==> src/verilog/idct_settings.svh <==
`ifndef IDCT_SETTINGS_SVH
`define IDCT_SETTINGS_SVH

// data and coefficient widths
`define IDCT_WORD_BITS 32
`define IDCT_COEF_BITS 16

// block geometry
`define IDCT_BLOCK_DIM 8
`define IDCT_BLOCK_WORDS 64

// row pass keeps the low word of the product and shifts it down
`define IDCT_ROW_SHIFT 3

// column pass keeps this bit range of the full product
`define IDCT_COL_LSB 19
`define IDCT_COL_MSB 47

`endif
==> src/verilog/idctPkg.sv <==
`include "idct_settings.svh"

package idctPkg;

   typedef logic signed [`IDCT_WORD_BITS-1:0] idctWordT;
   typedef logic signed [`IDCT_COEF_BITS-1:0] coefT;

   typedef logic [$clog2(`IDCT_BLOCK_DIM)-1:0] blockIdxT;
   typedef logic [3*$clog2(`IDCT_BLOCK_DIM)-1:0] stepFlatT;

   typedef struct packed {
      blockIdxT row;
      blockIdxT col;
   } blockAddrT;

   // one step of a pass with the output index on top and the term index at the bottom
   typedef struct packed {
      blockIdxT outIdx;
      blockIdxT rowIdx;
      blockIdxT termIdx;
   } stepFieldsT;

   typedef union packed {
      stepFlatT   flat;
      stepFieldsT idx;
   } stepCountU;

   typedef enum logic {rowPass, colPass} passT;

   typedef struct packed {
      passT pass;
      logic clear;
      logic restart;
      logic flush;
   } macCmdT;

   typedef struct packed {
      logic      en;
      blockAddrT addr;
      idctWordT  data;
   } storeWriteT;

endpackage

==> src/verilog/idctBlockStore.sv <==
`timescale 1ns/1ps
`include "idct_settings.svh"

module idctBlockStore import idctPkg::*; (
   input  logic       clk,
   input  logic       reset,
   input  storeWriteT write,
   input  blockAddrT  rdAddr,
   output idctWordT   rdData
);

   // row-major block so the {row, col} address is the flat word index
   idctWordT mem [`IDCT_BLOCK_WORDS];

   always_ff @(posedge clk or posedge reset)
   begin
      if (reset)
      begin
         for (int i = 0; i < `IDCT_BLOCK_WORDS; i++)
            mem[i] <= '0;
      end
      else if (write.en)
      begin
         mem[write.addr] <= write.data;
      end
   end

   assign rdData = mem[rdAddr];

endmodule

==> config.mk <==
export PLATFORM = sky130hd
export DESIGN_NAME = idctBlockStore
export DESIGN_NICKNAME = d
export VERILOG_FILES = /design/src/verilog/idctPkg.sv /design/src/verilog/idctBlockStore.sv
export VERILOG_INCLUDE_DIRS = /design/src /design/src/verilog
export SDC_FILE = /design/constraint.sdc
export NUM_CORES = 2
export LEC_CHECK = 0
export BUFFER_PORTS_ARGS = -buffer_cell sky130_fd_sc_hd__buf_2
export CAP_MARGIN = 20
export CORE_UTILIZATION = 55
export CTS_BUF_LIST = sky130_fd_sc_hd__clkbuf_8
export CTS_CLUSTER_DIAMETER = 40
export CTS_CLUSTER_SIZE = 16
export DETAILED_ROUTE_END_ITERATION = 12
export HOLD_SLACK_MARGIN = 0.08
export PLACE_DENSITY = 0.71
export RECOVER_POWER = 100
export SLEW_MARGIN = 30
export SYNTH_ARGS = -nofsm -noshare
export SYNTH_HDL_FRONTEND = slang
export SYNTH_SLANG_ARGS = --single-unit
==> constraint.sdc <==
create_clock -name clk -period 71.4 [get_ports clk]
set_input_delay 3.57 -clock clk [delete_from_list [all_inputs] [get_ports clk]]
set_output_delay 3.57 -clock clk [all_outputs]
set_load 0.05 [all_outputs]
# == Word level (Yosys, flattened, before mapping) ==
# Index checks and enable logic that the tools add are counted.
# totals
ff_bits,2048
in_bits,47
out_inout_bits,32
wordCells,76
# classes
magnitude_cmp,3
n_mux,6
n_bitwise,2
reduce_logical,1
# op_table
operator,count
$bwmux W2048,1
$bmux W32 S6,1
$demux W32 S6,1
$mux W32,3
$ge A7 B7 Y1 const B,2
$not A6 Y7,2
$lt A7 B1 Y1 const B,1
$logic_and A1 B1 Y1,1

# == Depth between registers and ports, before layout ==
# depth
word_depth,6
depth_mapped,10
ltp_nobuf,5

# == Least setup slack after synthesis ==
# OpenSTA, ideal clock, no wires.
# synth_path
kind,input to output
start,in rdAddr[0] (netlist bit)
end,out rdData[16]
arrival_ns,5.938
t_required_ns,67.830
slack_ns,61.892
path_stages,9
path_buffers,5
path_cell_list,buf_2 > buf_4 > buf_4 > buf_4 > buf_4 > mux4_2 > mux2i_1 > a221o_1 > a21oi_1
# synth_via
elab_chain_cells,4
# synth_rtl
item,line_no,source
start: declaration,idctBlockStore.sv:8,"input blockAddrT rdAddr,"
$not A6 Y7 (not written as such),idctBlockStore.sv:28,assign rdData = mem[rdAddr];
$bmux W32 S6,idctBlockStore.sv:28,
$mux W32 (not written as such) (2 in a row),idctBlockStore.sv:28,
end: declaration,idctBlockStore.sv:9,output idctWordT rdData
# No other way between the ends. The select of a mux whose other input is x is not followed.

==> flow_summary.yaml <==
outcome:
  status: "complete, but fails checks"
  violations: "capacitance limit, slew limit"
critical_path:
  rrSetupSlack_ns: 70.55
  end_kind: "async pin"
  r2r_end: "mem[1550]"
  critical_path_required_ns: 71.29
  criticalPathCategory: "primary input to async pin"
  startpoint_type: "primary input"
  crit_arrival_ns: 23.82
  crit_start: "reset"
  r2r_cells: 1
  worstReg2RegStart: "mem[1550]"
  cp_max_fo: 148
sta:
  fmax_mhz: 41.8
  clock_skew_ns: 0
  worst-slew-pin-transition_ns: 8.33
  layout_min_cycle_time_ns: 23.94
  rsz0062_at_grt: "false"
  tns_ns: 0
  max_slew_margin_pct: -455
  drv_slew: 4419
  setup_viol: 0
  period_share_pct: 33.5
  hold_viol: 0
layout:
  drive_above_1_share_pct: 56.8
  regMostFlops: "mem"
  final_util_pct: 60.5
  area_growth_pct: 9.21
  largest_reg_flops: 2048
  layout_commonest_cell: "mux2_2"
  reg.largest.list: "mem x2048"
  layout.nets: 5620
  mostFrequentLayoutCells: "2061 x mux2_2, 2048 x dfrtp_1, 597 x mux4_2"
clock_network:
  cts_max_level: 5
  clkLatencyLatePin_ns: 1.02
  numCtsBuffers: 294
  hold_buffers: 0
  postCtsSetupBuffers: 0
  clock_sinks: 2048
  cts_root_buffer: "clkbuf_8"
  clockBufferDepth: 4
  cts_resized: 0
  clkTransAtPathRegs_ns: 0.07
  cts_tree: "done"
floorplanning:
  fp.dieH_um: 413
  io_pins: 79
  num_rows: 150
  die_width_um: 413
  core_um2: 167000
  start_util_pct: 55.4
  dieArea_um2: 170000
global_routing:
  grt_pass1_vias: 54420
  grt_max_degree: 193
  grt_pass1_wl_um: 361000
  antenna_found_initial: 14
  grt_overflow_total: 0
  grt_use_total_pct: 28.8
yosys:
  synth-xor-area-share_pct: 0
  synthSimpleGateAreaFrac_pct: 0.869
  yosysUniqueCellTypes: 36
  netlist_area_um2: 92700
  synth-adder-area-share_pct: 0
  synth-compound-area-share_pct: 0.830
  synth.area.top_cells: "dfrtp_1 55%, mux2_2 25%, mux4_2 15%, clkbuf_1 1.2%, mux2i_1 0.80%"
  muxShareOfSynthArea_pct: 40.4
  syn_avg_cell_area_um2: 16.4
  synth_top_area_share_pct: 55.3
  synth-seq-area-share_pct: 55.3
  syn_inst: 5659
  ys_warn_count: 0
  synth_top_family_by_area: "multiplexers"
  ys_ff_latch: 2048
  synth_top_area_cell: "dfrtp_1"
  syn_nets: 5706
hold_path:
  min_to: "mem[1178]"
  hold_class: "flop to flop"
  hp-start: "mem[1178]"
  holdPathStages: 1
power:
  p_per_area_nw_per_um2: 28.2
  leakage_nw: 46.8
  seqPwrFrac_pct: 48.6
  vdd_drop_max_uv: 19.2
  combPwrFrac_pct: 13.2
  p_int_mw: 2.13
  p_clk_share_pct: 38.2
  swShare_pct: 25.3
  switchingPower_mw: 0.722
place:
  portBuffers: 78
  hpwl_um: 127000
  gp_congestion: 0.809
route:
  drtAntennaViolNets: 0
  routed_wl_um: 238000
  vias: 50982
  drt_first_pass_iters: 6
  drt_iter0_markers: 3886
  via_per_inst: 6.37
  routedWlPerCell_um: 29.7
  route.detailed.drc: 0
job:
  maxCapViolations: 105
worst max-delay path: stages:
cell and delay (ns):
buf_2 0.10, clkinvlp_2 3.46, clkbuf_1 2.72, clkbuf_1 2.96, clkbuf_1 1.60, clkbuf_1 2.01, clkbuf_1 3.26, clkbuf_1 3.88
power by group through the flow:
stage,Clock [mW],Sequential [mW],Combinational (mW)
final,1.09,1.39,0.375
after global routing,1.16,1.41,0.403
after CTS,1.11,1.38,0.378
after detailed placement,0,1.41,0.377
after global placement,0,1.40,0.365
after floorplan,0,1.39,0.304
cell type report:
| class | count | area, µm² |
|---|---|---|
| inverters | 1 | 5.00 |
| clock buffers | 327 | 4500 |
| fillers | 12387 | 66000 |
| clock inverters | 188 | 2350 |
| diodes | 6 | 15.0 |
| multi-input cells | 3023 | 39200 |
| repair buffers | 205 | 1120 |
| well taps | 2204 | 2760 |
| flip-flops and latches | 2048 | 51200 |
worst max-delay path by stage:
stage / endpoint
finish: mem[1405]
detailed placement: rdData[12]
global route: mem[151]
CTS: rdData[12]
global placement: rdData[19]
floorplan: mem[0]
cells in the mapped netlist, drive strengths merged:
cell and instances:
or2 3, nor2 39, o22a 1, inv 1, a21oi 38, clkbuf 303, nand3b 1, a211oi 19
nor3 7, nand3 8, and2 3, nor2b 23, buf 284, and3 1, mux2i 74, or3b 2
a221o 8, nand4 1, o22ai 11, o211ai 16, or3 1, nand2 69, mux4 597, a32oi 1
a22oi 17, and3b 2, dfrtp 2048, mux2 2065, nor3b 1, o21ai 1, nand2b 12, a221oi 1
a211o 1
routing by layer:
layer,up-vias,share of wire [%],global-route usage (%)
met3,417,5.3,5.04
met4,12,2.8,8.83
li1,20953,-,-
met1,28302,44,41.7
met2,1298,48,44.8
met5,-,0.027,0
kinds of logic after synthesis:
family / after synthesis
multiplexers: 2736
flip-flops: 2048
buffers and inverters: 588
AND/OR/NAND/NOR: 173
AO/OA/AOI/OAI: 114
metrics by stage:
stage	cells	power [mW]	area, µm²	hold slack, ns	worst slack [ns]
after floorplan	5659	1.70	92700	0.474	9.98
after global placement	7475	1.76	94800	0.481	59.10
after detailed placement	7476	1.78	94900	0.487	59.26
after CTS	7991	2.87	102000	0.502	59.24
after global routing	8000	2.97	101000	0.510	43.16
final	8002	2.85	101000	0.486	47.46
Power figures use the tool's default switching activity.
