### config.mk
export PLATFORM = sky130hd
export DESIGN_NAME = idctCosRom
export DESIGN_NICKNAME = d
export VERILOG_FILES = /design/src/verilog/idctPkg.sv /design/src/verilog/idctCosRom.sv
export VERILOG_INCLUDE_DIRS = /design/src /design/src/verilog
export SDC_FILE = /design/constraint.sdc
export NUM_CORES = 1
export LEC_CHECK = 0
export BUFFER_PORTS_ARGS = -buffer_cell sky130_fd_sc_hd__buf_2
export CAP_MARGIN = 20
export CORE_AREA = 2 2 59 61
export DETAILED_ROUTE_END_ITERATION = 8
export DIE_AREA = 0 0 61 63
export PLACE_DENSITY = 0.65
export REMOVE_ABC_BUFFERS = 1
export SYNTH_ARGS = -nofsm -noshare
export SYNTH_HDL_FRONTEND = slang
export SYNTH_SLANG_ARGS = --single-unit
### constraint.sdc
create_clock -name vclk -period 2.2
set_input_delay 0.11 -clock vclk [all_inputs]
set_output_delay 0.11 -clock vclk [all_outputs]
set_load 0.02 [all_outputs]
### src/verilog/idct_settings.svh
`ifndef IDCT_SETTINGS_SVH
`define IDCT_SETTINGS_SVH

// data and coefficient widths
`define IDCT_WORD_BITS 32
`define IDCT_COEF_BITS 16

// block geometry
`define IDCT_BLOCK_DIM 8
`define IDCT_BLOCK_WORDS 64

// row pass keeps the low word of the product and shifts it down
`define IDCT_ROW_SHIFT 3

// column pass keeps this bit range of the full product
`define IDCT_COL_LSB 19
`define IDCT_COL_MSB 47

`endif
### src/verilog/idctPkg.sv
`include "idct_settings.svh"

package idctPkg;

   typedef logic signed [`IDCT_WORD_BITS-1:0] idctWordT;
   typedef logic signed [`IDCT_COEF_BITS-1:0] coefT;

   typedef logic [$clog2(`IDCT_BLOCK_DIM)-1:0] blockIdxT;
   typedef logic [3*$clog2(`IDCT_BLOCK_DIM)-1:0] stepFlatT;

   typedef struct packed {
      blockIdxT row;
      blockIdxT col;
   } blockAddrT;

   // one step of a pass with the output index on top and the term index at the bottom
   typedef struct packed {
      blockIdxT outIdx;
      blockIdxT rowIdx;
      blockIdxT termIdx;
   } stepFieldsT;

   typedef union packed {
      stepFlatT   flat;
      stepFieldsT idx;
   } stepCountU;

   typedef enum logic {rowPass, colPass} passT;

   typedef struct packed {
      passT pass;
      logic clear;
      logic restart;
      logic flush;
   } macCmdT;

   typedef struct packed {
      logic      en;
      blockAddrT addr;
      idctWordT  data;
   } storeWriteT;

endpackage

### src/verilog/idctCosRom.sv
`timescale 1ns/1ps
`include "idct_settings.svh"

module idctCosRom import idctPkg::*; (
   input  blockIdxT row,
   input  blockIdxT col,
   output idctWordT coef
);

   // Q15 cosine table with negative entries kept as 16-bit two's complement
   localparam coefT cosTable [`IDCT_BLOCK_DIM][`IDCT_BLOCK_DIM] = '{
      '{16'd23170, 16'd32138, 16'd30274, 16'd27246,
        16'd23170, 16'd18205, 16'd12540, 16'd6393},
      '{16'd23170, 16'd27246, 16'd12540, 16'd59143,
        16'd42366, 16'd33398, 16'd35262, 16'd47331},
      '{16'd23170, 16'd18205, 16'd52996, 16'd33398,
        16'd42366, 16'd6393, 16'd30274, 16'd27246},
      '{16'd23170, 16'd6393, 16'd35262, 16'd47331,
        16'd23170, 16'd27246, 16'd52996, 16'd33398},
      '{16'd23170, 16'd59143, 16'd35262, 16'd18205,
        16'd23170, 16'd38290, 16'd52996, 16'd32138},
      '{16'd23170, 16'd47331, 16'd52996, 16'd32138,
        16'd42366, 16'd59143, 16'd30274, 16'd38290},
      '{16'd23170, 16'd38290, 16'd12540, 16'd6393,
        16'd42366, 16'd32138, 16'd35262, 16'd18205},
      '{16'd23170, 16'd33398, 16'd30274, 16'd38290,
        16'd23170, 16'd47331, 16'd12540, 16'd59143}
   };

   // sign extended up to a full data word
   assign coef = idctWordT'(cosTable[row][col]);

endmodule

======== Yosys cells after proc, flatten, opt, wreduce, memory -nomap -nowiden ========
Memory sizes are Yosys's and may differ from the RTL's.
Cells that the tools add are included.
storage, ports and cells
  bits in registers ....................... 0
  bits in read-only memories .............. 1,024
  bits of input ports ..................... 6
  logic and storage cells ................. 10
  memories ................................ 1
memories
  name              depth  bits a word  rd ports  clocked after Yosys merged registers in  write ports  RTL line          RTL
  (name not given)  8      128          1         0                                        0            idctCosRom.sv:31  assign coef = idctWordT'(cosTable[row][col]);
operators by class
  order comparisons ....................... 2
  muxes and demuxes ....................... 5
  bitwise operators ....................... 2
operator list
  operator            number
  $mux 128            2
  $bmux 16 s3         1
  $mux 16             2
  $ge 4x4->1 const B  2
  $not 3->4           2

======== Longest topological paths before layout ========
  depth after elaboration ................. 7
  gate-level depth with buffers ........... 8

======== Worst setup path before layout ========
OpenSTA, ideal clock, no wires.
  path type ............................... in2out
  start point ............................. input row[0]
  end point ............................... output coef[16]
  arrival time ............................ 2.203 ns
  required time ........................... 2.090 ns
  setup slack ............................. -0.113 ns
  cell stages on the path ................. 8
  path buffers ............................ 2
  path through ............................ inv_1 > ha_1 > buf_2 > nor2_1 > a21oi_1 > o221ai_1 > o22ai_1 > buf_4
between the ends
  word-level cells in the longest chain between the ends .. 7
ends and longest elaborated chain
  element                                       RTL line          RTL
  start: declaration                            idctCosRom.sv:5   input blockIdxT row,
  $not 3->4 (implied by the code)               idctCosRom.sv:31
  $mem_v2 8x128                                 -
  $mux 128 (implied by the code) (2 in series)  idctCosRom.sv:31
  $bmux 16 s3                                   idctCosRom.sv:31
  $mux 16 (implied by the code) (2 in series)   idctCosRom.sv:31
  end: declaration                              idctCosRom.sv:7   output idctWordT coef
No other way between the ends. The select of a mux whose other input is x is not followed.

======== Worst setup path after layout ========
  start point ............................. input row[0]
  end point ............................... output coef[7]
The elaborated chain is that of the path after synthesis.

==> run summary <==
FILL cells -> 359
Antenna Nets Post-Route -> 0
Avg WL per Cell -> 15.03 um
Hold Fails Final Rpt -> 0
Int Power -> 162.2 uW
Sw Share -> 64.08%
WS Path Type -> input port to output pin
Routed Wire Length -> 3.758 mm
Standard-cell rows -> 21
Sequential cell count -> 0
CP Max Fanout -> 8
Vias per cell -> 5.744
Gpl congestion -> 0.9614
Vias in the first global route -> 1231
Layout cells sized above 1 -> 26.47%
Slew headroom -> 66.80%
Via Count -> 1436
Layout Nets -> 226
Max_cap viols -> 0
DIE HEIGHT -> 63 um
Largest stage delay on the critical path -> 0.44 ns
Finished Cell Area -> 0.001366 mm^2
Slowest cell on the critical path -> ha_1
Initial detailed-routing violation count -> 112
I/O Pins -> 38
Syn Area/Cell -> 6.633 um^2
Net switching power -> 289.4 uW
Crit-path most repeated cell -> buf_2
DRC viols -> 0
Worst-case vdd ir drop -> 177.8 uV
Register area share after synthesis -> 0%
Final Cycle Share -> 91.59%
Final setup vio count -> 0
DRT Pass-1 Iters -> 4
Worst endpoint required time -> 2.09 ns
WL met3 -> 286 um
Setup crit start kind -> input port
Area added between synthesis and finish -> 10.75%
Cells after synthesis -> 186
Routed length on met1 -> 1.658 mm
Largest net degree at the start of global routing -> 29
Syn. warnings -> 0
Port Buffer Count -> 38
Die area -> 0.003843 mm^2
Synth unique cells -> 48
Dpl cell area -> 0.001359 mm^2
Flop pwr share -> 0%
Netlist Area Pre-Place -> 0.001234 mm^2
Most frequent cells in the layout -> buf_2, nor2_1, nand2_1
Leak pwr -> 0.6406 nW
Most common cell after layout, fill and taps aside -> buf_2
Worst-Margin Slew -> 0.4980 ns
Initial core utilization -> 38.17%
Global-route wire length before repair -> 5.878 mm
Gate power share -> 100.0%
RSZ-0062 raised after global routing -> false
DIE WIDTH -> 61 um
Crit path DAT -> 1.90 ns
Clock Power Share -> 0%
GRT overflow -> 0
Post-route minimum period -> 2.015 ns
Hold WC Path Type -> input port to output pin
Metal2 WL -> 1.738 mm
Setup_tns -> 0 ns
Fmax -> 496.3 MHz
CP Cell Sequence -> buf_2 -> inv_1 -> ha_1 -> xnor2_2 -> a2bb2oi_1 -> a31oi_1 -> a22oi_1 -> buf_2
Final-layout clock buffer total -> 0
Setup crit end kind -> output pin
Highest metal used -> met4
Slew Viols, Final -> 0
Initial antenna violation count -> 0
Multi-input logic area -> 0.001010 mm^2
Status -> completed
Register area -> 0 um^2
GRT Util Overall -> 19.12%
Core Area -> 0.003232 mm^2
Pwr/cell area -> 330.5 mW/mm^2
Dpl hpwl -> 2.903 mm
Antenna fix cells -> 0
cell families after synthesis:
logic type	after synthesis	share of synthesized area [%]
XOR/XNOR	3	2.130
adder cells (fa/ha/maj)	14	14.20
AO/OA/AOI/OAI	62	35.80
multiplexers	3	3.550
AND/OR/NAND/NOR	66	25.56
buffers and inverters	38	18.76
power groups by stage:
stage	sequential (mW)	clock [mW]	combinational (mW)
floorplan	0	0	0.275
global placement	0	0	0.446
detailed placement	0	0	0.444
CTS	0	0	0.446
global route	0	0	0.484
finish	0	0	0.452
layout make-up:
class / instances / share of cell area (%)
repair buffers: 49 / 19.96
well taps: 46 / 4.212
inverters: 7 / 1.923
multi-input cells: 148 / 73.90
metrics by stage:
stage	power (mW)	instances	setup slack, ns	util [%]	hold WS [ns]
after floorplan	0.2751	155	-3.778	-	0.3486
after global placement	0.4464	250	0.2362	42.04	0.7761
after detailed placement	0.4440	250	0.1384	42.04	0.7671
after CTS	0.4460	250	0.1228	42.04	0.7675
after global routing	0.4839	250	0.02288	42.28	0.7991
final	0.4516	250	0.1851	42.28	0.7733
worst paths after layout:
kind | cells past startpoint | start | to | slack, ns
worst min-delay path | 3 | col[0] | coef[0] | 0.77
worst max-delay path | 8 | row[0] | coef[7] | 0.19
repair_timing:
item                       in CTS  in global routing
gates resized for setup         0                  1
setup endpoints to repair       0                  2
hold buffers                    0                  0
setup buffers                   0                  0
cells in the mapped netlist, types with 3 or more instances:
cell / number / area share (%)
nand3_1: 3 / 1.2
nand2b_1: 11 / 5.6
and2_1: 3 / 1.5
nor2_1: 20 / 6.1
a2bb2oi_1: 3 / 2.1
o21ai_0: 10 / 4.1
buf_4: 17 / 10
o221ai_1: 4 / 2.8
a31oi_1: 3 / 1.5
a211oi_1: 5 / 3.0
clkbuf_1: 3 / 0.91
inv_1: 7 / 2.1
nor2b_1: 4 / 2.0
o22ai_1: 3 / 1.5
a21oi_1: 9 / 3.7
nand2_1: 18 / 5.5
ha_1: 14 / 14
buf_2: 8 / 3.2
per-layer routing:
metal,vias up,global-route usage (%)
met4,0,4.076
met5,-,0
met1,659,28.27
met3,8,0.8282
met2,74,30.11
li1,695,-
critical path, delay by kind of cell:
kind / cells / cell delay (ns)
compound gates: 3 / 0.56
buf+inv: 3 / 0.52
fa+ha+maj: 1 / 0.44
xor+xnor: 1 / 0.28
No activity file was read; power rests on OpenSTA's default activity.
