## src/verilog/idct_settings.svh

```systemverilog
`ifndef IDCT_SETTINGS_SVH
`define IDCT_SETTINGS_SVH

// data and coefficient widths
`define IDCT_WORD_BITS 32
`define IDCT_COEF_BITS 16

// block geometry
`define IDCT_BLOCK_DIM 8
`define IDCT_BLOCK_WORDS 64

// row pass keeps the low word of the product and shifts it down
`define IDCT_ROW_SHIFT 3

// column pass keeps this bit range of the full product
`define IDCT_COL_LSB 19
`define IDCT_COL_MSB 47

`endif
```

## src/verilog/idctPkg.sv

```systemverilog
`include "idct_settings.svh"

package idctPkg;

   typedef logic signed [`IDCT_WORD_BITS-1:0] idctWordT;
   typedef logic signed [`IDCT_COEF_BITS-1:0] coefT;

   typedef logic [$clog2(`IDCT_BLOCK_DIM)-1:0] blockIdxT;
   typedef logic [3*$clog2(`IDCT_BLOCK_DIM)-1:0] stepFlatT;

   typedef struct packed {
      blockIdxT row;
      blockIdxT col;
   } blockAddrT;

   // one step of a pass with the output index on top and the term index at the bottom
   typedef struct packed {
      blockIdxT outIdx;
      blockIdxT rowIdx;
      blockIdxT termIdx;
   } stepFieldsT;

   typedef union packed {
      stepFlatT   flat;
      stepFieldsT idx;
   } stepCountU;

   typedef enum logic {rowPass, colPass} passT;

   typedef struct packed {
      passT pass;
      logic clear;
      logic restart;
      logic flush;
   } macCmdT;

   typedef struct packed {
      logic      en;
      blockAddrT addr;
      idctWordT  data;
   } storeWriteT;

endpackage

```

## src/verilog/idctMac.sv

```systemverilog
`timescale 1ns/1ps
`include "idct_settings.svh"

module idctMac import idctPkg::*; (
   input  logic     clk,
   input  logic     reset,
   input  macCmdT   cmd,
   input  idctWordT inWord,
   input  idctWordT tempWord,
   input  idctWordT coef,
   output idctWordT result
);

   localparam int colBits = `IDCT_COL_MSB - `IDCT_COL_LSB + 1;

   idctWordT opA;
   idctWordT opB;
   idctWordT operand;
   idctWordT prod;
   idctWordT sum;
   idctWordT lowWord;
   idctWordT scaled;
   logic signed [2*`IDCT_WORD_BITS-1:0] fullProd;

   assign operand = (cmd.pass == colPass) ? tempWord : inWord;

   assign fullProd = opA * opB;
   assign lowWord  = fullProd[`IDCT_WORD_BITS-1:0];

   // row pass truncates to a word then shifts, column pass picks a bit field
   always_comb
   begin
      if (cmd.pass == rowPass)
         scaled = lowWord >>> `IDCT_ROW_SHIFT;
      else
         scaled = {{(`IDCT_WORD_BITS - colBits){fullProd[`IDCT_COL_MSB]}},
                   fullProd[`IDCT_COL_MSB:`IDCT_COL_LSB]};
   end

   always_ff @(posedge clk or posedge reset)
   begin
      if (reset)
      begin
         opA  <= '0;
         opB  <= '0;
         prod <= '0;
         sum  <= '0;
      end
      else
      begin
         // operands still load here so step 0 is ready after a clear
         opA <= operand;
         opB <= coef;
         if (cmd.clear)
         begin
            prod <= '0;
            sum  <= '0;
         end
         else
         begin
            prod <= scaled;
            if (cmd.restart)
               sum <= prod;
            else
               sum <= sum + prod;
         end
      end
   end

   // on flush the last product has not been added yet
   assign result = cmd.flush ? sum + prod : sum;

endmodule

```

## config.mk

```make
export PLATFORM = sky130hd
export DESIGN_NAME = idctMac
export DESIGN_NICKNAME = d
export VERILOG_FILES = /design/src/verilog/idctPkg.sv /design/src/verilog/idctMac.sv
export VERILOG_INCLUDE_DIRS = /design/src /design/src/verilog
export SDC_FILE = /design/constraint.sdc
export NUM_CORES = 2
export LEC_CHECK = 0
export BUFFER_PORTS_ARGS = -buffer_cell sky130_fd_sc_hd__buf_2
export CORE_MARGIN = 8
export CORE_UTILIZATION = 50
export CTS_BUF_LIST = sky130_fd_sc_hd__clkbuf_2 sky130_fd_sc_hd__clkbuf_4 sky130_fd_sc_hd__clkbuf_8
export CTS_CLUSTER_DIAMETER = 40
export DETAILED_ROUTE_END_ITERATION = 12
export PLACE_DENSITY = 0.76
export SYNTH_ARGS = -nofsm -noshare
export SYNTH_HDL_FRONTEND = slang
export SYNTH_SLANG_ARGS = --single-unit
export TNS_END_PERCENT = 20
```

## constraint.sdc

```tcl
create_clock -name clk -period 11.54 [get_ports clk]
set_input_delay 2.308 -clock clk [delete_from_list [all_inputs] [get_ports clk]]
set_output_delay 2.308 -clock clk [all_outputs]
set_load 0.005 [all_outputs]
```

Yosys cells after proc, flatten, opt, wreduce, memory -nomap -nowiden
Cells that the tools add are included.
{"block": "totals", "ff_bits": 128, "latch_bits": 0, "ram_bits": 0, "mem_bits_ro": 0, "output_inout_bits": 32, "elab_cells": 12, "mem_count": 0}
{"block": "op_classes", "addsub": 1, "mul": 1, "div_mod_pow": 0, "magnitude_cmp": 0, "n_eq_ne": 0, "shifts": 0, "muxes": 6, "bitwise_logic": 0, "reduce_logical": 0}
{"operator": "32-bit 2-to-1 mux", "count": 6}
{"operator": "32-bit by 32-bit multiplier with 48-bit output", "count": 1}
{"operator": "32-bit adder", "count": 1}

Longest topological paths before layout
{"block": "depth", "depth_word": 3, "depth_mapped": 29, "depth_no_buf": 28}

Worst setup path before layout
OpenSTA, ideal clock, no wires.
{"block": "synth_timing", "kind": "reg-to-reg", "from": "reg opB[18]", "to": "reg prod[30]", "arrival_time_ns": 7.182, "required_time_ns": 11.453, "path_slack_ns": 4.272, "stages_incl_launch_ff": 26, "path_cell_list": "dfrtp_1 clkbuf_1 clkbuf_1 nand2_1 fa_1 fa_1 inv_1 fa_1 inv_1 fa_1 inv_1 fa_1 fa_1 fa_1 fa_1 ha_1 and3_1 nand2_1 or4_4 nor2_2 o31ai_2 o31a_1 o21ai_2 a31oi_1 a2111o_1 o211ai_1"}
{"block": "synth_via", "elab_chain_cells": 3}
{"element": "start: declaration", "line_no": "idctMac.sv:17", "source": "idctWordT opB;"}
{"element": "start signal: assignment", "line_no": "idctMac.sv:53", "source": "opB <= coef;"}
{"element": "32-bit by 32-bit multiplier with 48-bit output", "line_no": "idctMac.sv:27", "source": "assign fullProd = opA * opB;"}
{"element": "32-bit 2-to-1 mux", "line_no": "idctMac.sv:33", "source": "if (cmd.pass == rowPass)"}
{"element": "32-bit 2-to-1 mux", "line_no": "idctMac.sv:54", "source": "if (cmd.clear)"}
{"element": "end signal: assignment", "line_no": "idctMac.sv:61", "source": "prod <= scaled;"}
{"element": "end: declaration", "line_no": "idctMac.sv:19", "source": "idctWordT prod;"}
No other way between the ends.

Worst setup path after layout
{"block": "layout_timing", "from": "reg opB[8]", "to": "reg prod[30]"}
Same word-level chain as after synthesis.

==> results.json <==
{
  "r2r_setup_slack_ns": 3.10,
  "rows": 97,
  "hold_violations": 0,
  "fillers": 6305,
  "totalWireLength_um": 89800,
  "worst_slew_pin_slew_ns": 1.37,
  "synth.avg_cell_area_um2": 9.39,
  "grt_max_degree": 81,
  "grt_pass1_vias": 28300,
  "ys_top_cells_by_area": "fa_1 48%, dfrtp_1 8.9%, inv_1 8.7%, and2_1 7.4%, ha_1 7.0%",
  "numPortBuffers": 133,
  "cp.arrival_ns": 8.89,
  "ios": 134,
  "cap_viol_max_count": 0,
  "core_area_mm2": 0.0699,
  "setup_violations": 0,
  "ys_ff_latch": 125,
  "fin_ws_ns": 3.10,
  "crit_family": "adder cells",
  "cpMostUsedCell": "fa_1",
  "synth_flop_cell": "dfrtp_1",
  "dieArea_mm2": 0.0791,
  "syn_inst": 3748,
  "gr-total-overflow": 0,
  "finish.instance_area_mm2": 0.0371,
  "seq_area_frac_synth_pct": 8.89,
  "cp_num_buf_inv": 1,
  "wl_per_cell_um": 19.1,
  "cts_tree": "built",
  "grt_pass1_wl_um": 147000,
  "async_reset_ff_share_pct": 100,
  "ys_types": 62,
  "yosysWarnings": 0,
  "area_delta_synth_final_pct": 5.42,
  "clk_latency_ns": 0.57,
  "vias_per_cell": 5.40,
  "antenna_found_initial": 2,
  "min_path_cells": 2,
  "cts.sinks": 125,
  "initial_utilization_pct": 50.3,
  "synth_top_area_share_pct": 47.8,
  "vias": 25400,
  "reg2reg_to": "prod[30]$_DFF_PP0_",
  "crit_slowest_cell": "dfrtp_1",
  "dieHeight_um": 281,
  "drt_iter0_drc": 1561,
  "r2r_start": "opB[8]$_DFF_PP0_",
  "crit_path_max_incr_delay_ns": 1.27,
  "syn_nets": 4886,
  "gp_congestion": 0.909,
  "rsz0062_at_grt": "no",
  "skew_ns": 0.0405,
  "detail-route-antenna-nets": 0,
  "post-route-drc-count": 0,
  "hpwlAfterDp_um": 71400,
  "path_max_fanout": 32,
  "cts_hold_buf": 0,
  "final_nets": 4893,
  "multiInputGateArea_mm2": 0.0283,
  "worstSetupPathType": "reg -> reg",
  "tns_ns": 0,
  "final.period_utilization_pct": 73.2,
  "min_to": "sum[8]$_DFF_PP0_",
  "slew_violations": 0,
  "relSlewSlack_pct": 8.54,
  "path_cells": "nand2_1 > fa_1 > fa_1 > fa_1 > fa_1 > inv_1 > fa_1 > fa_1 > fa_1 > fa_1 > ha_1 > and3_1 > nand2_1 > or4_4 > nor2_2 > o31ai_2 > o31a_1 > o21ai_2 > a31oi_1 > a2111o_1 > o211ai_1",
  "startpoint": "opB[8]$_DFF_PP0_",
  "hp-class": "reg -> reg",
  "layout_commonest_cell": "fa_1",
  "worstHoldStart": "prod[8]$_DFF_PP0_",
  "cts_max_level": 4,
  "clkTransAtPathRegs_ns": 0.12,
  "postPlaceCellArea_mm2": 0.0367,
  "min_period_ns": 8.44,
  "drtPass1Iterations": 7,
  "syn_area_mm2": 0.0352,
  "grt_util_all_layers_pct": 23.7,
  "reg2regPathDepth": 21,
  "max_freq_mhz": 118,
  "final_cell_mix": "840 x fa_1, 819 x inv_1, 524 x nand2_1, 417 x and2_1, 196 x ha_1",
  "startpoint_type": "register",
  "post-cts-setup-buffer-count": 0,
  "clock-root-buffer": "clkbuf_8",
  "synth_edf_count": 0,
  "status": "complete, no violations",
  "dp_slack_ns": 3.25,
  "cts_buffers": 17,
  "drive_gt1_share_pct": 7.57,
  "critPathRequiredTime_ns": 11.98,
  "clock_path_buffers": 2,
  "end_kind": "register",
  "die_w_um": 281,
  "synth_top_area_cell": "fa_1",
  "ctsResizeCount": 0,
  "final-seq-area_mm2": 0.00313
}
## Yosys cell counts (all sizes together), types with 19 or more instances
cell    count
ha        196
mux2       62
a21o       24
nor2b      22
xor2       27
nand2     524
and2      417
mux2i      25
a211oi     19
o21ai      39
clkbuf    185
nor2      106
dfrtp     125
xnor2      77
fa        840
inv       820
a21oi      83
## registers in the layout, indices dropped and copies added, names as in the netlist
signal	count
sum	32
prod	29
opB	32
opA	32
## worst max-delay path by stage
stage               cells past startpoint            endpoint  slack (ns)
floorplan                              25  prod[30]$_DFF_PP0_        4.27
global placement                       21  prod[30]$_DFF_PP0_        3.44
detailed placement                     21  prod[30]$_DFF_PP0_        3.25
CTS                                    21  prod[30]$_DFF_PP0_        3.17
global route                           25  prod[27]$_DFF_PP0_        2.72
finish                                 21  prod[30]$_DFF_PP0_        3.10
## through the flow
step / utilization (%) / hold WS, ns / std cells
final: 53.1 / 0.545 / 4709
after global routing: 53.1 / 0.567 / 4708
after CTS: 53.1 / 0.552 / 4706
after detailed placement: 52.5 / 0.534 / 4676
after global placement: 52.5 / 0.520 / 4676
after floorplan: - / 0.472 / 3748
## worst register-to-register path: stages (launching register included)
cell	delay (ns)
dfrtp_1	1.27
nand2_1	0.23
fa_1	0.57
fa_1	0.54
fa_1	0.53
fa_1	0.52
inv_1	0.06
fa_1	0.62
fa_1	0.45
fa_1	0.52
fa_1	0.44
ha_1	0.40
and3_1	0.25
nand2_1	0.07
or4_4	0.41
nor2_2	0.16
o31ai_2	0.14
o31a_1	0.30
o21ai_2	0.20
a31oi_1	0.12
a2111o_1	0.42
o211ai_1	0.11
## layout make-up
| cell class | instances | share of cell area, % |
|---|---|---|
| multi-input combinational | 2610 | 76.2 |
| sequential | 125 | 8.43 |
| tap | 940 | 3.17 |
| timing repair buffer | 181 | 2.77 |
| inverter | 820 | 8.31 |
| clock inverter | 11 | 0.425 |
| clock buffer | 19 | 0.688 |
| antenna | 3 | 0.0202 |
## logic make-up (layout without fill, tap and decap cells)
logic type,after synthesis,count (layout),share of synthesized area (%)
simple gates,1132,1132,15.6
fa+ha+maj,1036,1036,54.8
buf+inv,1013,1031,10.8
compound gates,251,251,4.64
flops,125,125,8.89
xor+xnor,104,104,2.59
mux,87,87,2.70
other cells,0,3,0
## per-layer routing
metal  part of all wire, %  up-vias  GRT usage, %
met5                     0        -             0
met4                   5.8        0          13.0
met3                   5.8      297          3.31
met2                    53      930          42.5
met1                    36    13200          27.3
li1                      -    11000             -
Power is not shown: default switching activity piles up to over one toggle a cycle in this logic, so the estimate is an artifact.
