[src/verilog/idct_settings.svh]
`ifndef IDCT_SETTINGS_SVH
`define IDCT_SETTINGS_SVH

// data and coefficient widths
`define IDCT_WORD_BITS 32
`define IDCT_COEF_BITS 16

// block geometry
`define IDCT_BLOCK_DIM 8
`define IDCT_BLOCK_WORDS 64

// row pass keeps the low word of the product and shifts it down
`define IDCT_ROW_SHIFT 3

// column pass keeps this bit range of the full product
`define IDCT_COL_LSB 19
`define IDCT_COL_MSB 47

`endif
[src/verilog/idctPkg.sv]
`include "idct_settings.svh"

package idctPkg;

   typedef logic signed [`IDCT_WORD_BITS-1:0] idctWordT;
   typedef logic signed [`IDCT_COEF_BITS-1:0] coefT;

   typedef logic [$clog2(`IDCT_BLOCK_DIM)-1:0] blockIdxT;
   typedef logic [3*$clog2(`IDCT_BLOCK_DIM)-1:0] stepFlatT;

   typedef struct packed {
      blockIdxT row;
      blockIdxT col;
   } blockAddrT;

   // one step of a pass with the output index on top and the term index at the bottom
   typedef struct packed {
      blockIdxT outIdx;
      blockIdxT rowIdx;
      blockIdxT termIdx;
   } stepFieldsT;

   typedef union packed {
      stepFlatT   flat;
      stepFieldsT idx;
   } stepCountU;

   typedef enum logic {rowPass, colPass} passT;

   typedef struct packed {
      passT pass;
      logic clear;
      logic restart;
      logic flush;
   } macCmdT;

   typedef struct packed {
      logic      en;
      blockAddrT addr;
      idctWordT  data;
   } storeWriteT;

endpackage

[src/verilog/idctControl.sv]
`timescale 1ns/1ps
`include "idct_settings.svh"

module idctControl import idctPkg::*; (
   input  logic       clk,
   input  logic       reset,
   input  logic       start,
   input  idctWordT   din,
   output logic       reading,
   output logic       done,
   output idctWordT   dout,
   output storeWriteT inWrite,
   output blockAddrT  inRdAddr,
   output blockAddrT  tempRdAddr,
   output blockAddrT  outRdAddr,
   output blockIdxT   cosRow,
   output blockIdxT   cosCol,
   output macCmdT     macCmd,
   input  idctWordT   result,
   input  idctWordT   outWord,
   output storeWriteT tempWrite,
   output storeWriteT outWrite
);

   typedef enum logic [2:0] {idle, load, rowRun, rowFlush, colRun, colFlush, unload} phaseT;

   phaseT     phase;
   stepCountU step;
   stepCountU stepD1;
   stepCountU stepD2;
   stepCountU stepD3;
   logic      running;
   logic      lastWord;
   logic      wrapped;
   logic      sumReady;
   blockAddrT stepAddr;
   blockAddrT sumAddr;

   assign running  = (phase == rowRun) || (phase == colRun);
   assign lastWord = step.flat == stepFlatT'(`IDCT_BLOCK_WORDS - 1);
   assign wrapped  = step.flat == '0;

   // load and unload walk the block in row-major order
   assign stepAddr = '{row: step.idx.rowIdx, col: step.idx.termIdx};

   // finished sums land at [row][out] of the step three cycles back
   assign sumAddr = '{row: stepD3.idx.rowIdx, col: stepD3.idx.outIdx};

   assign reading = phase == load;

   assign inWrite = '{en: phase == load, addr: stepAddr, data: din};
   assign outRdAddr = stepAddr;

   // outside the passes everything points at step 0 to prime the operands
   always_comb
   begin
      inRdAddr   = '0;
      tempRdAddr = '0;
      cosRow     = '0;
      cosCol     = '0;
      if (phase == rowRun)
      begin
         inRdAddr = '{row: step.idx.rowIdx, col: step.idx.termIdx};
         cosRow   = step.idx.outIdx;
         cosCol   = step.idx.termIdx;
      end
      else if (phase == colRun)
      begin
         tempRdAddr = '{row: step.idx.termIdx, col: step.idx.outIdx};
         cosRow     = step.idx.rowIdx;
         cosCol     = step.idx.termIdx;
      end
   end

   assign macCmd.pass    = (phase inside {rowFlush, colRun, colFlush}) ? colPass : rowPass;
   assign macCmd.clear   = ((phase == load) && lastWord) || (phase == rowFlush);
   assign macCmd.restart = running && (stepD3.idx.termIdx == '1);
   assign macCmd.flush   = (phase == rowFlush) || (phase == colFlush);

   assign sumReady = macCmd.restart || macCmd.flush;

   assign tempWrite = '{
      en: sumReady && ((phase == rowRun) || (phase == rowFlush)),
      addr: sumAddr,
      data: result
   };
   assign outWrite = '{
      en: sumReady && ((phase == colRun) || (phase == colFlush)),
      addr: sumAddr,
      data: result
   };

   always_ff @(posedge clk or posedge reset)
   begin
      if (reset)
      begin
         phase  <= idle;
         step   <= '0;
         stepD1 <= '0;
         stepD2 <= '0;
         stepD3 <= '0;
         done   <= 1'b0;
         dout   <= '0;
      end
      else
      begin
         // delay line matches the three register stages of the accumulator
         if (running)
         begin
            stepD1 <= step;
            stepD2 <= stepD1;
            stepD3 <= stepD2;
         end
         else
         begin
            stepD1 <= '0;
            stepD2 <= '0;
            stepD3 <= '0;
         end

         case (phase)
            idle:
            begin
               done <= 1'b0;
               step <= '0;
               if (start)
                  phase <= load;
            end
            load:
            begin
               if (lastWord)
               begin
                  step.flat <= stepFlatT'(1);
                  phase     <= rowRun;
               end
               else
                  step.flat <= step.flat + stepFlatT'(1);
            end
            rowRun:
            begin
               step.flat <= step.flat + stepFlatT'(1);
               if (wrapped)
                  phase <= rowFlush;
            end
            rowFlush:
            begin
               step.flat <= stepFlatT'(1);
               phase     <= colRun;
            end
            colRun:
            begin
               step.flat <= step.flat + stepFlatT'(1);
               if (wrapped)
                  phase <= colFlush;
            end
            colFlush:
            begin
               step  <= '0;
               done  <= 1'b1;
               phase <= unload;
            end
            unload:
            begin
               dout <= outWord;
               if (lastWord)
               begin
                  step  <= '0;
                  phase <= idle;
               end
               else
                  step.flat <= step.flat + stepFlatT'(1);
            end
            default:
               phase <= idle;
         endcase
      end
   end

endmodule

[config.mk]
export PLATFORM = sky130hd
export DESIGN_NAME = idctControl
export DESIGN_NICKNAME = d
export VERILOG_FILES = /design/src/verilog/idctPkg.sv /design/src/verilog/idctControl.sv
export VERILOG_INCLUDE_DIRS = /design/src /design/src/verilog
export SDC_FILE = /design/constraint.sdc
export NUM_CORES = 1
export LEC_CHECK = 0
export BUFFER_PORTS_ARGS = -buffer_cell sky130_fd_sc_hd__buf_2
export CAP_MARGIN = 20
export CELL_PAD_IN_SITES_DETAIL_PLACEMENT = 0
export CELL_PAD_IN_SITES_GLOBAL_PLACEMENT = 1
export CORE_ASPECT_RATIO = 0.5
export CORE_MARGIN = 1
export CORE_UTILIZATION = 29
export CTS_CLUSTER_SIZE = 28
export DETAILED_ROUTE_END_ITERATION = 10
export PLACE_DENSITY_LB_ADDON = 0.1
export SYNTH_ARGS = -nofsm -noshare
export SYNTH_HDL_FRONTEND = slang
export SYNTH_SLANG_ARGS = --single-unit
[constraint.sdc]
create_clock -name clk -period 3.1 [get_ports clk]
set_clock_uncertainty 0.15 [all_clocks]
set_input_delay 0.31 -clock clk [delete_from_list [all_inputs] [get_ports clk]]
set_output_delay 0.31 -clock clk [all_outputs]
set_load 0.005 [all_outputs]
==> After elaboration in Yosys (flattened, before gate mapping) <==
Index checks and enable logic that the tools add are counted.
{ "word_totals": {"register_bits": 72, "out_inout_bits": 179, "word_cells": 60} }
{ "op_classes": {"add_sub_neg": 1, "eq_ne": 13, "muxes": 21, "reduce_logical": 18} }
{ "op_table": {"columns": ["operator", "count"], "rows": [
  ["$mux 9", 5],
  ["$pmux 9 s5", 1],
  ["$mux 3", 9],
  ["$pmux 3 s7", 1],
  ["$mux 6", 3],
  ["$eq 3x3->1 const B", 4],
  ["$add 9x1->9 const B", 1],
  ["$eq 9x6->1 const B", 1],
  ["$logic_not 9->1", 1],
  ["$ne 2x2->1 const B", 4],
  ["$eq 3x2->1 const B", 2],
  ["$logic_or 1x1->1", 6],
  ["$reduce_and 5->1", 1],
  ["$reduce_bool 5->1", 1],
  ["$logic_and 1x1->1", 4],
  ["$reduce_or 2->1", 2],
  ["$eq 3x1->1 const B", 1],
  ["$logic_not 3->1", 1],
  ["$reduce_bool 3->1", 1],
  ["$ne 2x1->1 const B", 1],
  ["$pmux 1 s2", 1],
  ["$reduce_bool 2->1", 1],
  ["$mux 1", 1]
]} }

==> Logic depth before layout (Yosys ltp) <==
{ "logic_depth": {"ltp_word": 5, "ltp_mapped": 6, "depth_no_buf": 5} }

==> Least setup slack after synthesis <==
OpenSTA, ideal clock, no wires.
{ "synth_path": {"path_type": "register to output", "startpoint": "register phase[0]", "endpoint": "output cosCol[2]", "arrival_ns": 1.268, "required_ns": 2.640, "slack_ns": 1.372, "path_stages_with_launch": 7, "n_path_buf": 2, "path_cell_list": "dfrtp_1 -> buf_4 -> nand2b_4 -> nor2_1 -> buf_2 -> and2_1 -> or2_1"} }
{ "synth_between": {"elab_chain_len": 3, "elab_cells_between_ends": 4, "cone_classes": "eq/ne: 2; mux: 2"} }
{ "synth_rtl": {"columns": ["element", "line_no", "rtl"], "rows": [
  ["from (decl)", "idctControl.sv:27", "phaseT phase;"],
  ["from (signal assigned)", "idctControl.sv:97", "phase <= idle;"],
  ["from (signal assigned)", "idctControl.sv:127", "phase <= load;"],
  ["from (signal assigned)", "idctControl.sv:134", "phase <= rowRun;"],
  ["$eq 3x3->1", "idctControl.sv:67", "else if (phase == colRun)"],
  ["$mux 3", "idctControl.sv:67", null],
  ["$mux 3 *", "idctControl.sv:61", "if (phase == rowRun)"],
  ["to (decl)", "idctControl.sv:17", "output blockIdxT cosCol,"]
]} }
Mark *: on every way between the ends. The rest lies on a longest branch, timed or not.

==> Final worst setup path <==
{ "layout_path": {"startpoint": "register phase[2]", "endpoint": "output cosCol[2]"} }
Same word-level chain as after synthesis.

==> results.json <==
{
  "synth_area_leaders": "dfrtp_1, buf_4, mux2_1",
  "worstPathRequired_ns": 2.64,
  "syn_nets": 473,
  "grt_start_max_net_pins": 40,
  "drt_iter0_drc": 111,
  "n_fill_cell": 1349,
  "layout-drive-gt1-share_pct": 40.69,
  "netSwitchingFraction_pct": 19.91,
  "grt_use_total_pct": 12.62,
  "rr_endpoint": "stepD2[7]",
  "criticalPathCategory": "flop to primary output",
  "synth_ff_type": "dfrtp_1",
  "antenna_found_initial": 0,
  "cts_tree": "done",
  "grt_pass1_vias": 2429,
  "cts_buffers": 9,
  "first_pass_iters": 4,
  "min_delay_path_depth": 2,
  "area_growth_pct": 4.852,
  "fin_total_pwr_uw": 2153,
  "postSynth.asyncResetShare_pct": 100.0,
  "dieArea_um2": 14190,
  "stdcell_count": 546,
  "cp_max_fo": 14,
  "cp-end-kind": "primary output",
  "root_buffer": "clkbuf_16",
  "cp-startpoint": "phase[2]",
  "finalHoldWorstSlack_ns": 0.04009,
  "synth_cell_types": 39,
  "diodes": 0,
  "io_buffers": 117,
  "fin_setup_tns_ns": 0,
  "clk_latency_ns": 0.33,
  "finalMaxSlewViolations": 0,
  "clockBufferDepth": 2,
  "grt_pass1_wl_um": 13610,
  "power.internal_uw": 1725,
  "postSynthAreaPerCell_um2": 10.68,
  "finish.instance_area_um2": 4164,
  "r2r_cells": 5,
  "r2r_setup_slack_ns": 1.03,
  "syn_inst": 372,
  "clock_sinks": 72,
  "hpwlAfterDp_um": 6540,
  "pin_count": 278,
  "routed_wl_um": 8722,
  "clock_power_share_pct": 51.1,
  "yosys_warnings": 0,
  "cts.clk_slew.worst_paths_ns": 0.06,
  "post_cts_buffers": 0,
  "drcViolationCount": 0,
  "nets": 473,
  "hp-class": "input pin to flop",
  "powerDensity_nw_per_um2": 517.2,
  "crit-reg2reg-launch": "phase[2]",
  "routabilityCongestion": 0.7621,
  "hp-start": "outWord[8]",
  "post_cts_resized": 0,
  "timing.final.crit_share_pct": 84.87,
  "pwr-share-seq_pct": 45.1,
  "synth_top_area_share_pct": 45.37,
  "vias": 2382,
  "dp_cells": 530,
  "ys_seq_area_share_pct": 45.37,
  "final_antenna_net_count": 0,
  "p_leak_uw": 0.002050,
  "yosysTopAreaCell": "dfrtp_1",
  "critPathArrivalTime_ns": 2.17,
  "hold_path_end": "dout[8]",
  "syn_area_um2": 3971,
  "period_needed_ns": 2.631,
  "max_cap_violations": 0,
  "core_area_um2": 12990,
  "wl_per_cell_um": 15.97,
  "finalHoldViolations": 0,
  "grt.overflow.total": 0,
  "tightest_slew_ns": 0.8186,
  "slew_headroom_pct": 45.22,
  "fmax_ghz": 0.3801,
  "initial_utilization_pct": 30.57,
  "netSwitchingPower_uw": 428.7,
  "htreeDepth": 3,
  "synth-seq-cells": 72,
  "dieHeight_um": 84.75,
  "dieWidth_um": 167.5,
  "rsz0062_at_grt": "no",
  "vdd_ir_drop_max_v": 0.0002751,
  "status": "complete, no violations",
  "critPathLaunchType": "flop",
  "synth_edf_count": 0,
  "viasPerCell": 4.363,
  "dpl_cell_area_um2": 3834,
  "finalSetupViolations": 0,
  "comb_power_share_pct": 3.8,
  "rows": 29
}
-- metrics by stage --
| stage | utilization (%) | setup WS [ns] |
|---|---|---|
| 5_1_grt | 32.06 | 0.2249 |
| 6_report | 32.06 | 0.4691 |
| 4_1_cts | 32.06 | 0.4179 |
| 3_5_place_dp | 29.51 | 0.7776 |
| 2_1_floorplan | - | 0.8151 |
| 3_3_place_gp | 29.51 | 0.8449 |
-- how the worst max path moves through the flow --
stage | slack [ns] | endpoint
6_report | 0.47 | cosCol[2]
5_1_grt | 0.22 | cosCol[2]
4_1_cts | 0.42 | cosCol[2]
3_5_place_dp | 0.78 | cosCol[2]
3_3_place_gp | 0.84 | cosCol[2]
2_1_floorplan | 0.82 | done
-- layout by cell type (no fill, tap or decap), types with 2 or more instances in the layout --
cell type,count
nor3_1,4
mux2_1,30
a22o_1,3
o21ai_0,6
dfrtp_1,72
and3_1,7
bufinv_16,2
buf_4,6
nand2b_1,2
ha_1,2
and2_1,7
buf_2,117
nor2_2,2
nor2b_1,26
a31oi_1,2
nor3b_1,2
a21oi_1,4
nand3_1,5
clkbuf_16,9
or2_1,3
o21ai_1,4
inv_1,3
nand4_1,4
xor2_1,7
mux2_2,2
or2_2,4
nand2_1,6
nor2_1,17
-- logic make-up (layout without fill, tap and decap cells) --
logic type	after synthesis	after routing	synth area share, %
buffers and inverters	139	143	25.08
AOI/OAI and AO/OA	23	23	3.844
xor gates and xnor gates	7	7	1.544
adders and majority gates	2	2	0.6300
DFF	72	72	45.37
and+or+nand+nor	97	97	14.46
muxes	32	32	9.074
-- power by group through the flow --
stage,sequential [uW],combinational (uW),clock [uW]
finish,971,82.6,1100
global route,974,94.8,1190
CTS,971,86.0,1140
detailed placement,988,85.0,0
global placement,988,83.2,0
floorplan,990,128,0
-- worst max-delay path, cell delays in order (launching register included) --
cell and delay (ns):
dfrtp_1 0.63, nand2b_4 0.11, nor2_1 0.64, and2_1 0.26
or2_1 0.10, buf_2 0.10
-- timing repair --
item / in CTS / in global routing
endpoints found under the setup margin: 0 / 0
hold endpoints to repair: 7 / 0
hold buffers: 1 / 0
-- layer usage --
| layer | up-vias | track usage, % | routed length, um |
|---|---|---|---|
| met4 | 0 | 6.172 | 248 |
| met1 | 1094 | 14.91 | 3798 |
| met3 | 38 | 7.496 | 1059 |
| met2 | 156 | 17.77 | 3615 |
| li1 | 1094 | - | - |
| met5 | - | 3.344 | 0 |
-- flip-flops by register name (all words and copies together), names as in the netlist --
| signal | flops |
|---|---|
| done | 1 |
| dout | 32 |
| phase | 3 |
| step | 9 |
| stepD1 | 9 |
| stepD2 | 9 |
| stepD3 | 9 |
-- cells in the mapped netlist, drive strengths merged (2+ instances only) --
cell	instances
a21oi	4
nor2b	26
nor3	5
nand3	7
dfrtp	72
buf	133
and2	7
and3	7
or2	7
nor2	19
a22o	3
clkbuf	2
nand4	4
a31oi	2
xor2	7
inv	4
nand2	6
nand2b	4
mux2	32
ha	2
nor3b	2
o21ai	10
-- cell type report --
| cell class | instances | area, um^2 | area share (%) |
|---|---|---|---|
| sequential | 72 | 1802 | 43.27 |
| tap | 170 | 212.7 | 5.108 |
| clock buffer | 10 | 239.0 | 5.739 |
| multi-input combinational | 161 | 1174 | 28.19 |
| clock inverter | 5 | 81.33 | 1.953 |
| inverter | 4 | 15.01 | 0.3606 |
| timing repair buffer | 124 | 640.6 | 15.38 |
(Power assumes the default switching activity.)
